## config.mk

```make
export PLATFORM = sky130hd
export DESIGN_NAME = trace_top
export DESIGN_NICKNAME = d
export VERILOG_FILES = /design/src/pipe_pkg.sv /design/src/trace_pkg.sv /design/src/hazard_unit.sv /design/src/pipeline_tracker.sv /design/src/retire_buffer.sv /design/src/trace_top.sv
export SDC_FILE = /design/constraint.sdc
export NUM_CORES = 1
export LEC_CHECK = 0
export BUFFER_PORTS_ARGS = -buffer_cell sky130_fd_sc_hd__buf_2
export CAP_MARGIN = 40
export CORE_AREA = 2 2 246 248
export CTS_BUF_LIST = sky130_fd_sc_hd__clkbuf_4 sky130_fd_sc_hd__clkbuf_8 sky130_fd_sc_hd__clkbuf_16
export DETAILED_ROUTE_END_ITERATION = 6
export DIE_AREA = 0 0 248 250
export GPL_TIMING_DRIVEN = 0
export PLACE_DENSITY_LB_ADDON = 0.3
export REMOVE_ABC_BUFFERS = 1
export SLEW_MARGIN = 15
export SYNTH_ARGS = -nofsm -noshare
export SYNTH_HDL_FRONTEND = slang
export SYNTH_SLANG_ARGS = --single-unit
```

## constraint.sdc

```tcl
create_clock -name clk -period 9.85 [get_ports clk]
set_clock_uncertainty 0.2 [all_clocks]
set_input_delay 2.955 -clock clk [delete_from_list [all_inputs] [get_ports clk]]
set_output_delay 2.955 -clock clk [all_outputs]
set_load 0.01 [all_outputs]
```

## src/pipe_pkg.sv

```systemverilog
package pipe_pkg;

    // width of an instruction tag.
    localparam int tag_w = 8;

    // stage controls from the hazard unit.
    // pc_stall holds the F slot and if_id_stall holds the D slot.
    // if_flush marks the instruction leaving F in that cycle.
    typedef struct packed {
        logic pc_stall;
        logic if_id_stall;
        logic if_flush;
    } pipe_ctrl_t;

endpackage

```

## src/trace_pkg.sv

```systemverilog
package trace_pkg;

    // width of the free-running cycle counter.
    localparam int cycle_w = 32;

    // stall counters saturate at their all-ones value.
    localparam int stall_cnt_w = 4;

    // retire buffer geometry.
    localparam int buf_depth = 8;
    localparam int buf_ptr_w = $clog2(buf_depth);
    localparam int buf_cnt_w = $clog2(buf_depth + 1);

    // one completed instruction as seen at write-back.
    typedef struct packed {
        logic [pipe_pkg::tag_w-1:0] tag;
        logic [cycle_w-1:0]         fetch_cycle;
        logic [cycle_w-1:0]         retire_cycle;
        logic [stall_cnt_w-1:0]     fetch_stalls;
        logic [stall_cnt_w-1:0]     decode_stalls;
        logic                       flushed;
    } retire_rec_t;

endpackage

```

## src/hazard_unit.sv

```systemverilog
`timescale 1ns/1ps

module hazard_unit (
    input  logic                 load_use,
    input  logic                 branch_taken,
    output pipe_pkg::pipe_ctrl_t ctrl
);

    logic stall;
    logic flush;

    // a load-use hazard freezes both fetch and decode together.
    assign stall = load_use;

    // load-use wins over a taken branch.
    // the branch is seen again once the stall clears, so nothing is lost.
    assign flush = branch_taken && !load_use;

    always_comb begin
        ctrl             = '0;
        ctrl.pc_stall    = stall;
        ctrl.if_id_stall = stall;
        ctrl.if_flush    = flush;
    end

endmodule

```

## src/pipeline_tracker.sv

```systemverilog
`timescale 1ns/1ps

module pipeline_tracker (
    input  logic                       clk,
    input  logic                       rst,
    input  pipe_pkg::pipe_ctrl_t       ctrl,
    input  logic                       fetch_req,
    input  logic [pipe_pkg::tag_w-1:0] fetch_tag,
    output logic                       fetch_accept,
    output logic                       push,
    output trace_pkg::retire_rec_t     push_rec
);

    logic [trace_pkg::cycle_w-1:0] cycle_cnt;

    // slot occupancy.
    logic f_valid;
    logic d_valid;
    logic e_valid;
    logic m_valid;
    logic w_valid;

    // partial records carried along with each slot.
    trace_pkg::retire_rec_t f_rec;
    trace_pkg::retire_rec_t d_rec;
    trace_pkg::retire_rec_t e_rec;
    trace_pkg::retire_rec_t m_rec;
    trace_pkg::retire_rec_t w_rec;

    logic d_move;
    logic d_free;
    logic f_move;
    logic f_open;

    function automatic logic [trace_pkg::stall_cnt_w-1:0] sat_inc(
        input logic [trace_pkg::stall_cnt_w-1:0] v
    );
        logic [trace_pkg::stall_cnt_w-1:0] r;
        if (&v) begin
            r = v;
        end else begin
            r = v + trace_pkg::stall_cnt_w'(1);
        end
        return r;
    endfunction

    // E, M and W never hold, so only D and F need advance logic.
    assign d_move = d_valid && !ctrl.if_id_stall;
    assign d_free = !d_valid || d_move;

    // F also waits on a blocked D, should the two stalls ever differ.
    assign f_move = f_valid && !ctrl.pc_stall && d_free;
    assign f_open = !f_valid || f_move;

    assign fetch_accept = fetch_req && !ctrl.pc_stall && f_open;

    always_ff @(posedge clk or posedge rst) begin
        if (rst) begin
            cycle_cnt <= '0;
        end else begin
            cycle_cnt <= cycle_cnt + trace_pkg::cycle_w'(1);
        end
    end

    always_ff @(posedge clk or posedge rst) begin
        if (rst) begin
            f_valid <= 1'b0;
            d_valid <= 1'b0;
            e_valid <= 1'b0;
            m_valid <= 1'b0;
            w_valid <= 1'b0;
        end else begin
            w_valid <= m_valid;
            m_valid <= e_valid;
            // a held D leaves a bubble in E.
            e_valid <= d_move;
            if (d_free) begin
                d_valid <= f_move;
            end
            if (f_open) begin
                f_valid <= fetch_accept;
            end
        end
    end

    always_ff @(posedge clk) begin
        w_rec <= m_rec;
        m_rec <= e_rec;
        e_rec <= d_rec;

        if (d_free) begin
            d_rec         <= f_rec;
            d_rec.flushed <= ctrl.if_flush;
        end else begin
            d_rec.decode_stalls <= sat_inc(d_rec.decode_stalls);
        end

        if (fetch_accept) begin
            f_rec.tag           <= fetch_tag;
            // the cycle in which the instruction first sits in F.
            f_rec.fetch_cycle   <= cycle_cnt + trace_pkg::cycle_w'(1);
            f_rec.retire_cycle  <= '0;
            f_rec.fetch_stalls  <= '0;
            f_rec.decode_stalls <= '0;
            f_rec.flushed       <= 1'b0;
        end else if (f_valid && !f_move) begin
            f_rec.fetch_stalls <= sat_inc(f_rec.fetch_stalls);
        end
    end

    // W retires every cycle it is occupied.
    assign push = w_valid;

    always_comb begin
        push_rec              = w_rec;
        push_rec.retire_cycle = cycle_cnt;
    end

endmodule

```

## src/retire_buffer.sv

```systemverilog
`timescale 1ns/1ps

module retire_buffer (
    input  logic                   clk,
    input  logic                   rst,
    input  logic                   push,
    input  trace_pkg::retire_rec_t push_rec,
    input  logic                   pop,
    output logic                   rec_valid,
    output trace_pkg::retire_rec_t rec,
    output logic                   overflow
);

    trace_pkg::retire_rec_t mem [trace_pkg::buf_depth];

    logic [trace_pkg::buf_ptr_w-1:0] wr_ptr;
    logic [trace_pkg::buf_ptr_w-1:0] rd_ptr;
    logic [trace_pkg::buf_cnt_w-1:0] count;

    logic full;
    logic do_push;
    logic do_pop;

    function automatic logic [trace_pkg::buf_ptr_w-1:0] ptr_next(
        input logic [trace_pkg::buf_ptr_w-1:0] p
    );
        logic [trace_pkg::buf_ptr_w-1:0] r;
        if (p == trace_pkg::buf_ptr_w'(trace_pkg::buf_depth - 1)) begin
            r = '0;
        end else begin
            r = p + trace_pkg::buf_ptr_w'(1);
        end
        return r;
    endfunction

    assign full      = (count == trace_pkg::buf_cnt_w'(trace_pkg::buf_depth));
    assign rec_valid = (count != '0);
    assign rec       = mem[rd_ptr];

    // a push into a full buffer is dropped, even with a pop in the same cycle.
    assign do_push = push && !full;
    assign do_pop  = pop && rec_valid;

    always_ff @(posedge clk) begin
        if (do_push) begin
            mem[wr_ptr] <= push_rec;
        end
    end

    always_ff @(posedge clk or posedge rst) begin
        if (rst) begin
            wr_ptr   <= '0;
            rd_ptr   <= '0;
            count    <= '0;
            overflow <= 1'b0;
        end else begin
            if (do_push) begin
                wr_ptr <= ptr_next(wr_ptr);
            end
            if (do_pop) begin
                rd_ptr <= ptr_next(rd_ptr);
            end
            case ({do_push, do_pop})
                2'b10:   count <= count + trace_pkg::buf_cnt_w'(1);
                2'b01:   count <= count - trace_pkg::buf_cnt_w'(1);
                default: count <= count;
            endcase
            // sticky until reset.
            if (push && full) begin
                overflow <= 1'b1;
            end
        end
    end

endmodule

```

## src/trace_top.sv

```systemverilog
`timescale 1ns/1ps

module trace_top (
    input  logic                       clk,
    input  logic                       rst,
    input  logic                       fetch_req,
    input  logic [pipe_pkg::tag_w-1:0] fetch_tag,
    input  logic                       load_use,
    input  logic                       branch_taken,
    input  logic                       pop,
    output logic                       fetch_accept,
    output logic                       rec_valid,
    output trace_pkg::retire_rec_t     rec,
    output logic                       overflow
);

    pipe_pkg::pipe_ctrl_t   ctrl;
    logic                   push;
    trace_pkg::retire_rec_t push_rec;

    hazard_unit hazard0 (
        .load_use     (load_use),
        .branch_taken (branch_taken),
        .ctrl         (ctrl)
    );

    pipeline_tracker tracker0 (
        .clk          (clk),
        .rst          (rst),
        .ctrl         (ctrl),
        .fetch_req    (fetch_req),
        .fetch_tag    (fetch_tag),
        .fetch_accept (fetch_accept),
        .push         (push),
        .push_rec     (push_rec)
    );

    // the buffer never pushes back on the pipeline.
    retire_buffer buffer0 (
        .clk       (clk),
        .rst       (rst),
        .push      (push),
        .push_rec  (push_rec),
        .pop       (pop),
        .rec_valid (rec_valid),
        .rec       (rec),
        .overflow  (overflow)
    );

endmodule

```

# Word-level counts from Yosys, hierarchy flattened
# Memory sizes are Yosys's and may differ from the RTL's.
# Cells that the tools add are included.
# word_totals
word_cells	76
input_bits	14
output_inout_bits	84
mem_bits_rw	648
n_memories	1
register_bits	288
# memory_table
name	depth	width	read_ports	rd_ports_with_merged_regs	write_ports	line	rtl
buffer0.mem	8	81	1	0	1	retire_buffer.sv:14	trace_pkg::retire_rec_t mem [trace_pkg::buf_depth];
# op_classes
reduce_logical	22
n_eq_ne	6
mux	6
n_bitwise	1
n_addsub	7
# ops
op	n
adder 32 x 1 -> 32 bit (second input constant)	1
adder 4 x 1 -> 4 bit (second input constant)	3
logical AND 1 bit	10
one-hot mux 4 bit (2 select lines)	1
AND reduction 4 bit	2
adder 3 x 1 -> 3 bit (second input constant)	2
== test 3 bit (second input constant)	2
two-way mux 3 bit	2
zero test 1 bit	5
== test 4 bit (second input constant)	1
two-way mux 4 bit	1
nonzero test 4 bit	1
subtractor 4 x 1 -> 4 bit (second input constant)	1
== test 2 x 1 -> 1 bit (second input constant)	1
== test 2 bit (second input constant)	1
logical OR 1 bit	2
two-way mux 1 bit	2
inequality test 2 x 1 -> 1 bit (second input constant)	1
AND reduction 2 bit	1
nonzero test 2 bit	1
inverter 1 bit	1

# Logic depth before layout (Yosys ltp)
# depth
ltp_word	7
mapped_depth	9
mapped_depth_nobuf	9

# By module
# From an unflattened synthesis, not the netlist that was laid out.
# hier_totals
cells_unflattened	1416
area_unflattened_um2	32542.5
# modules_own_cells
mod	instances	seq_area_each_um2	area_per_inst_um2	cells_per_inst
retire_buffer	1	19733.9	25012.7	1004
pipeline_tracker	1	6621.4	7493.4	408
hazard_unit	1	0.0	36.3	4

# Worst setup path after synthesis
# Ideal clock, no wire load.
# synth_path
path_kind	register to register
start	reg buffer0.count[0] (netlist bit)
end	mem buffer0.mem[4][0] (netlist bit), enable pin
path_slack_ns	-0.267
stages_incl_launch_ff	5
arrival_ns	9.169
path_cell_list	dfrtp_1 nor3_1 a21bo_2 buf_2 nor4b_1
# synth_between
elab_chain_cells	5
# synth_rtl
item	line	rtl
from (decl)	retire_buffer.sv:18	logic [trace_pkg::buf_cnt_w-1:0] count;
from (signal assigned)	retire_buffer.sv:64	2'b10: count <= count + trace_pkg::buf_cnt_w'(1);
from (signal assigned)	retire_buffer.sv:65	2'b01: count <= count - trace_pkg::buf_cnt_w'(1);
from (signal assigned)	retire_buffer.sv:66	default: count <= count;
== test 4 bit	retire_buffer.sv:36	assign full = (count == trace_pkg::buf_cnt_w'(trace_pkg::buf_depth));
zero test 1 bit	retire_buffer.sv:41	assign do_push = push && !full;
logical AND 1 bit	retire_buffer.sv:41	
two-way mux 1 bit	retire_buffer.sv:45	if (do_push) begin
two-way mux 1 bit (implied by the code)	retire_buffer.sv:46	mem[wr_ptr] <= push_rec;
to (decl)	retire_buffer.sv:14	
# Every way passes these cells.

# Worst setup path after layout
# layout_path
start	in load_use
end	out fetch_accept
# layout_between
elab_chain_cells	6
# layout_rtl
item	line	rtl
from (decl)	trace_top.sv:8	input logic load_use,
zero test 1 bit (*)	pipeline_tracker.sv:48, pipeline_tracker.sv:52, pipeline_tracker.sv:55	
logical AND 1 bit	pipeline_tracker.sv:48	assign d_move = d_valid && !ctrl.if_id_stall;
logical OR 1 bit	pipeline_tracker.sv:49	assign d_free = !d_valid || d_move;
logical AND 1 bit	pipeline_tracker.sv:52	assign f_move = f_valid && !ctrl.pc_stall && d_free;
logical OR 1 bit	pipeline_tracker.sv:53	assign f_open = !f_valid || f_move;
logical AND 1 bit (*)	pipeline_tracker.sv:55	assign fetch_accept = fetch_req && !ctrl.pc_stall && f_open;
to (decl)	trace_top.sv:11	output logic fetch_accept,
# Every way passes the cells marked *; elsewhere a longest branch is shown, timed or not.

==> impl_metrics.toml <==
[pwr]
ir_worst_vdd_uv = 181.0
power_leakage_nw = 13.09
powerDensity_mw_per_mm2 = 273.5

[critical_path]
r2r_cells = 11
crit_fanout = 9
worstSetupPathType = "in2out"
reg2reg_slack_ns = 6.45
r2r-start = "buffer0.count[0]"
start_kind = "input pin"
critPathArrivalTime_ns = 3.79
critPathCaptureType = "primary output"
reg2reg_to = "buffer0.mem[4][77]"
worstPathRequired_ns = 6.70

[clock_network]
clk_latency_ns = 0.63
cts_max_path_buffers = 3
cts_tree = "done"
post_cts_buffers = 0
cts_buffers = 90
cts_htree_levels = 3
cts_sinks = 936
cts_resized = 0
clockRootBuffer = "clkbuf_16"
path_clk_slew_ns = 0.06
postCtsHoldBufs = 0

[layout]
fillers = 3868
drive_gt1_share_pct = 37.38
fin_nets = 1681
stdcell_count = 2513
antenna_cells = 0
final_cell_area_mm2 = 0.03792
area_delta_synth_final_pct = 17.36

[global_route]
grt_use_met2_pct = 31.83
grt_usage_pct = 20.07
grt_pass1_vias = 14970
grt_pass1_wl_mm = 91.31
antenna_found_initial = 1
met3_usage_pct = 3.323
grt-ovfl-total = 0
grtUsageMet1_pct = 28.99
top_usage_layer = "met2"
grt_max_degree = 49

[synthesis]
synth_area_per_cell_um2 = 23.18
synth-seq-area-share_pct = 81.58
synth.distinct_cells = 39
synth-edff-count = 737
yosys.area_share.adder_pct = 0.4492
synth.top_cell.area_share_pct = 68.50
synthTopCellsByArea = "edfxtp_1 (69%), mux4_2 (11%), dfxtp_1 (9.4%)"
synth_xor_xnor_area_share_pct = 1.003
synthMuxAreaShare_pct = 14.35
synth_warnings = 0
synthArstFlopShare_pct = 5.128
synth_flop_cell = "edfxtp_1"
ys_ff_latch = 936
yosysTopAreaCell = "edfxtp_1"
synth.most_common_cell = "edfxtp_1"
synth_compound_area_share_pct = 0.2401
netlist_area_mm2 = 0.03231
postSynthCellCount = 1394
synth-simple-area-share_pct = 1.607
synth_common_cells = "edfxtp_1 (737), mux4_2 (162), dfxtp_1 (151)"
synth_top_family_by_area = "multiplexers"

[sta]
tightest_slew_ns = 0.8444
holdWs_ns = 0.1203
hold_violations = 0
rsz0062_at_grt = "false"
setup-violations-final = 0
finalWorstPathRequiredPeriod_ns = 6.942
fmax_mhz = 144.1
period_share_pct = 70.48
setup_tns_ns = 0
drv_slew = 0
relSlewSlack_pct = 43.40

[drt]
post-route-drc-count = 0
wire_per_inst_um = 23.83
num_vias = 14310
vias_per_cell = 5.694
wirelength_mm = 59.87
drt_iter0_drc = 1151
ant_nets = 0
drt_pass1_iterations = 5

[worst_hold_path]
min_from = "tracker0.m_rec[77]"
holdCritPathClass = "reg2reg"
min_to = "tracker0.push_rec[77]"
min_path_cells = 0

[die]
io_pins = 98
dieArea_mm2 = 0.06200
initial_utilization_pct = 54.23
die_y_um = 250
dieWidth_um = 248
num_rows = 90
fp.coreArea_mm2 = 0.05957

[placement]
gp_congestion = 0.7082
place_area_mm2 = 0.03482
dp.cells = 2346
dp_hpwl_mm = 37.45
numPortBuffers = 97

[outcome]
outcome = "finished, final reports clean"

[flow_run]
maxCapViolations = 0
==> metal layers <==
| layer | vias up | part of all wire [%] | wire length, um |
|---|---|---|---|
| li1 | 6213 | - | - |
| met1 | 7594 | 43 | 25720 |
| met2 | 406 | 49 | 29620 |
| met3 | 95 | 5.5 | 3315 |
| met4 | 0 | 2.0 | 1220 |
| met5 | - | 0 | 0 |
==> through the flow <==
stage	power, W	util, %	setup slack (ns)
6_report	0.01037	63.65	2.908
5_1_grt	0.01078	63.65	2.874
4_1_cts	0.01049	63.65	2.878
3_5_place_dp	0.006991	58.45	2.885
3_3_place_gp	0.007376	56.35	-10.13
2_1_floorplan	0.006418	-	-0.5062
==> cells in the final DEF (no fill, tap or decap), types with 11 or more instances in the layout <==
| cell | Yosys | routed |
|---|---|---|
| inv_1 | 12 | 11 |
| mux2_2 | 85 | 85 |
| mux4_2 | 162 | 162 |
| edfxtp_1 | 737 | 737 |
| clkbuf_8 | 0 | 13 |
| clkbuf_4 | 0 | 35 |
| dfrtp_1 | 48 | 45 |
| nand4_1 | 15 | 15 |
| nor2_1 | 16 | 15 |
| buf_6 | 0 | 14 |
| buf_2 | 20 | 122 |
| nand3_1 | 15 | 15 |
| clkbuf_16 | 0 | 95 |
| dfxtp_1 | 151 | 151 |
| buf_4 | 0 | 64 |
| xnor2_1 | 29 | 29 |
==> kinds of logic after synthesis <==
logic type,Yosys count
AOI/OAI and AO/OA,11
xor gates and xnor gates,37
adders and majority gates,11
buffers and inverters,60
and+or+nand+nor,89
muxes,250
DFF,936
==> sequential cells by signal (all words and copies together), names as in the netlist <==
register,cells
tracker0.push,1
tracker0.push_rec,49
buffer0.wr_ptr,3
tracker0.m_valid,1
tracker0.f_rec,44
tracker0.d_rec,49
tracker0.d_valid,1
buffer0.rd_ptr,3
buffer0.overflow,1
tracker0.m_rec,49
tracker0.cycle_cnt,32
tracker0.f_valid,1
tracker0.e_valid,1
buffer0.mem,648
tracker0.e_rec,49
buffer0.count,4
==> final cells by class <==
cell class	count	area [um2]	area share, %
Sequential cell	936	26370	69.54
Multi-Input combinational cell	398	5763	15.20
Clock inverter	24	281.5	0.7425
Tap cell	782	978.4	2.581
Clock buffer	143	2819	7.435
Timing Repair Buffer	218	1660	4.379
Inverter	12	47.55	0.1254
==> report_power, final <==
group | total (W) | leakage [nW] | internal (W) | switching (W)
Sequential | 0.00469 | 8.63 | 0.00450 | 0.000182
Combinational | 0.00218 | 2.90 | 0.00114 | 0.00104
Clock | 0.00350 | 1.56 | 0.00212 | 0.00138
==> worst max-delay path by stage <==
stage / start / end / slack, ns
after floorplan: buffer0.rd_ptr[0] / rec[0] / -0.51
after global placement: buffer0.count[0] / buffer0.mem[4][79] / -10.13
after detailed placement: load_use / fetch_accept / 2.88
after CTS: load_use / fetch_accept / 2.88
after global routing: load_use / fetch_accept / 2.87
final: load_use / fetch_accept / 2.91
==> worst max-delay path, cell delays in order <==
cell	delay (ns)
buf_2	0.18
nor2b_4	0.42
buf_2	0.22
(Power assumes the default switching activity.)
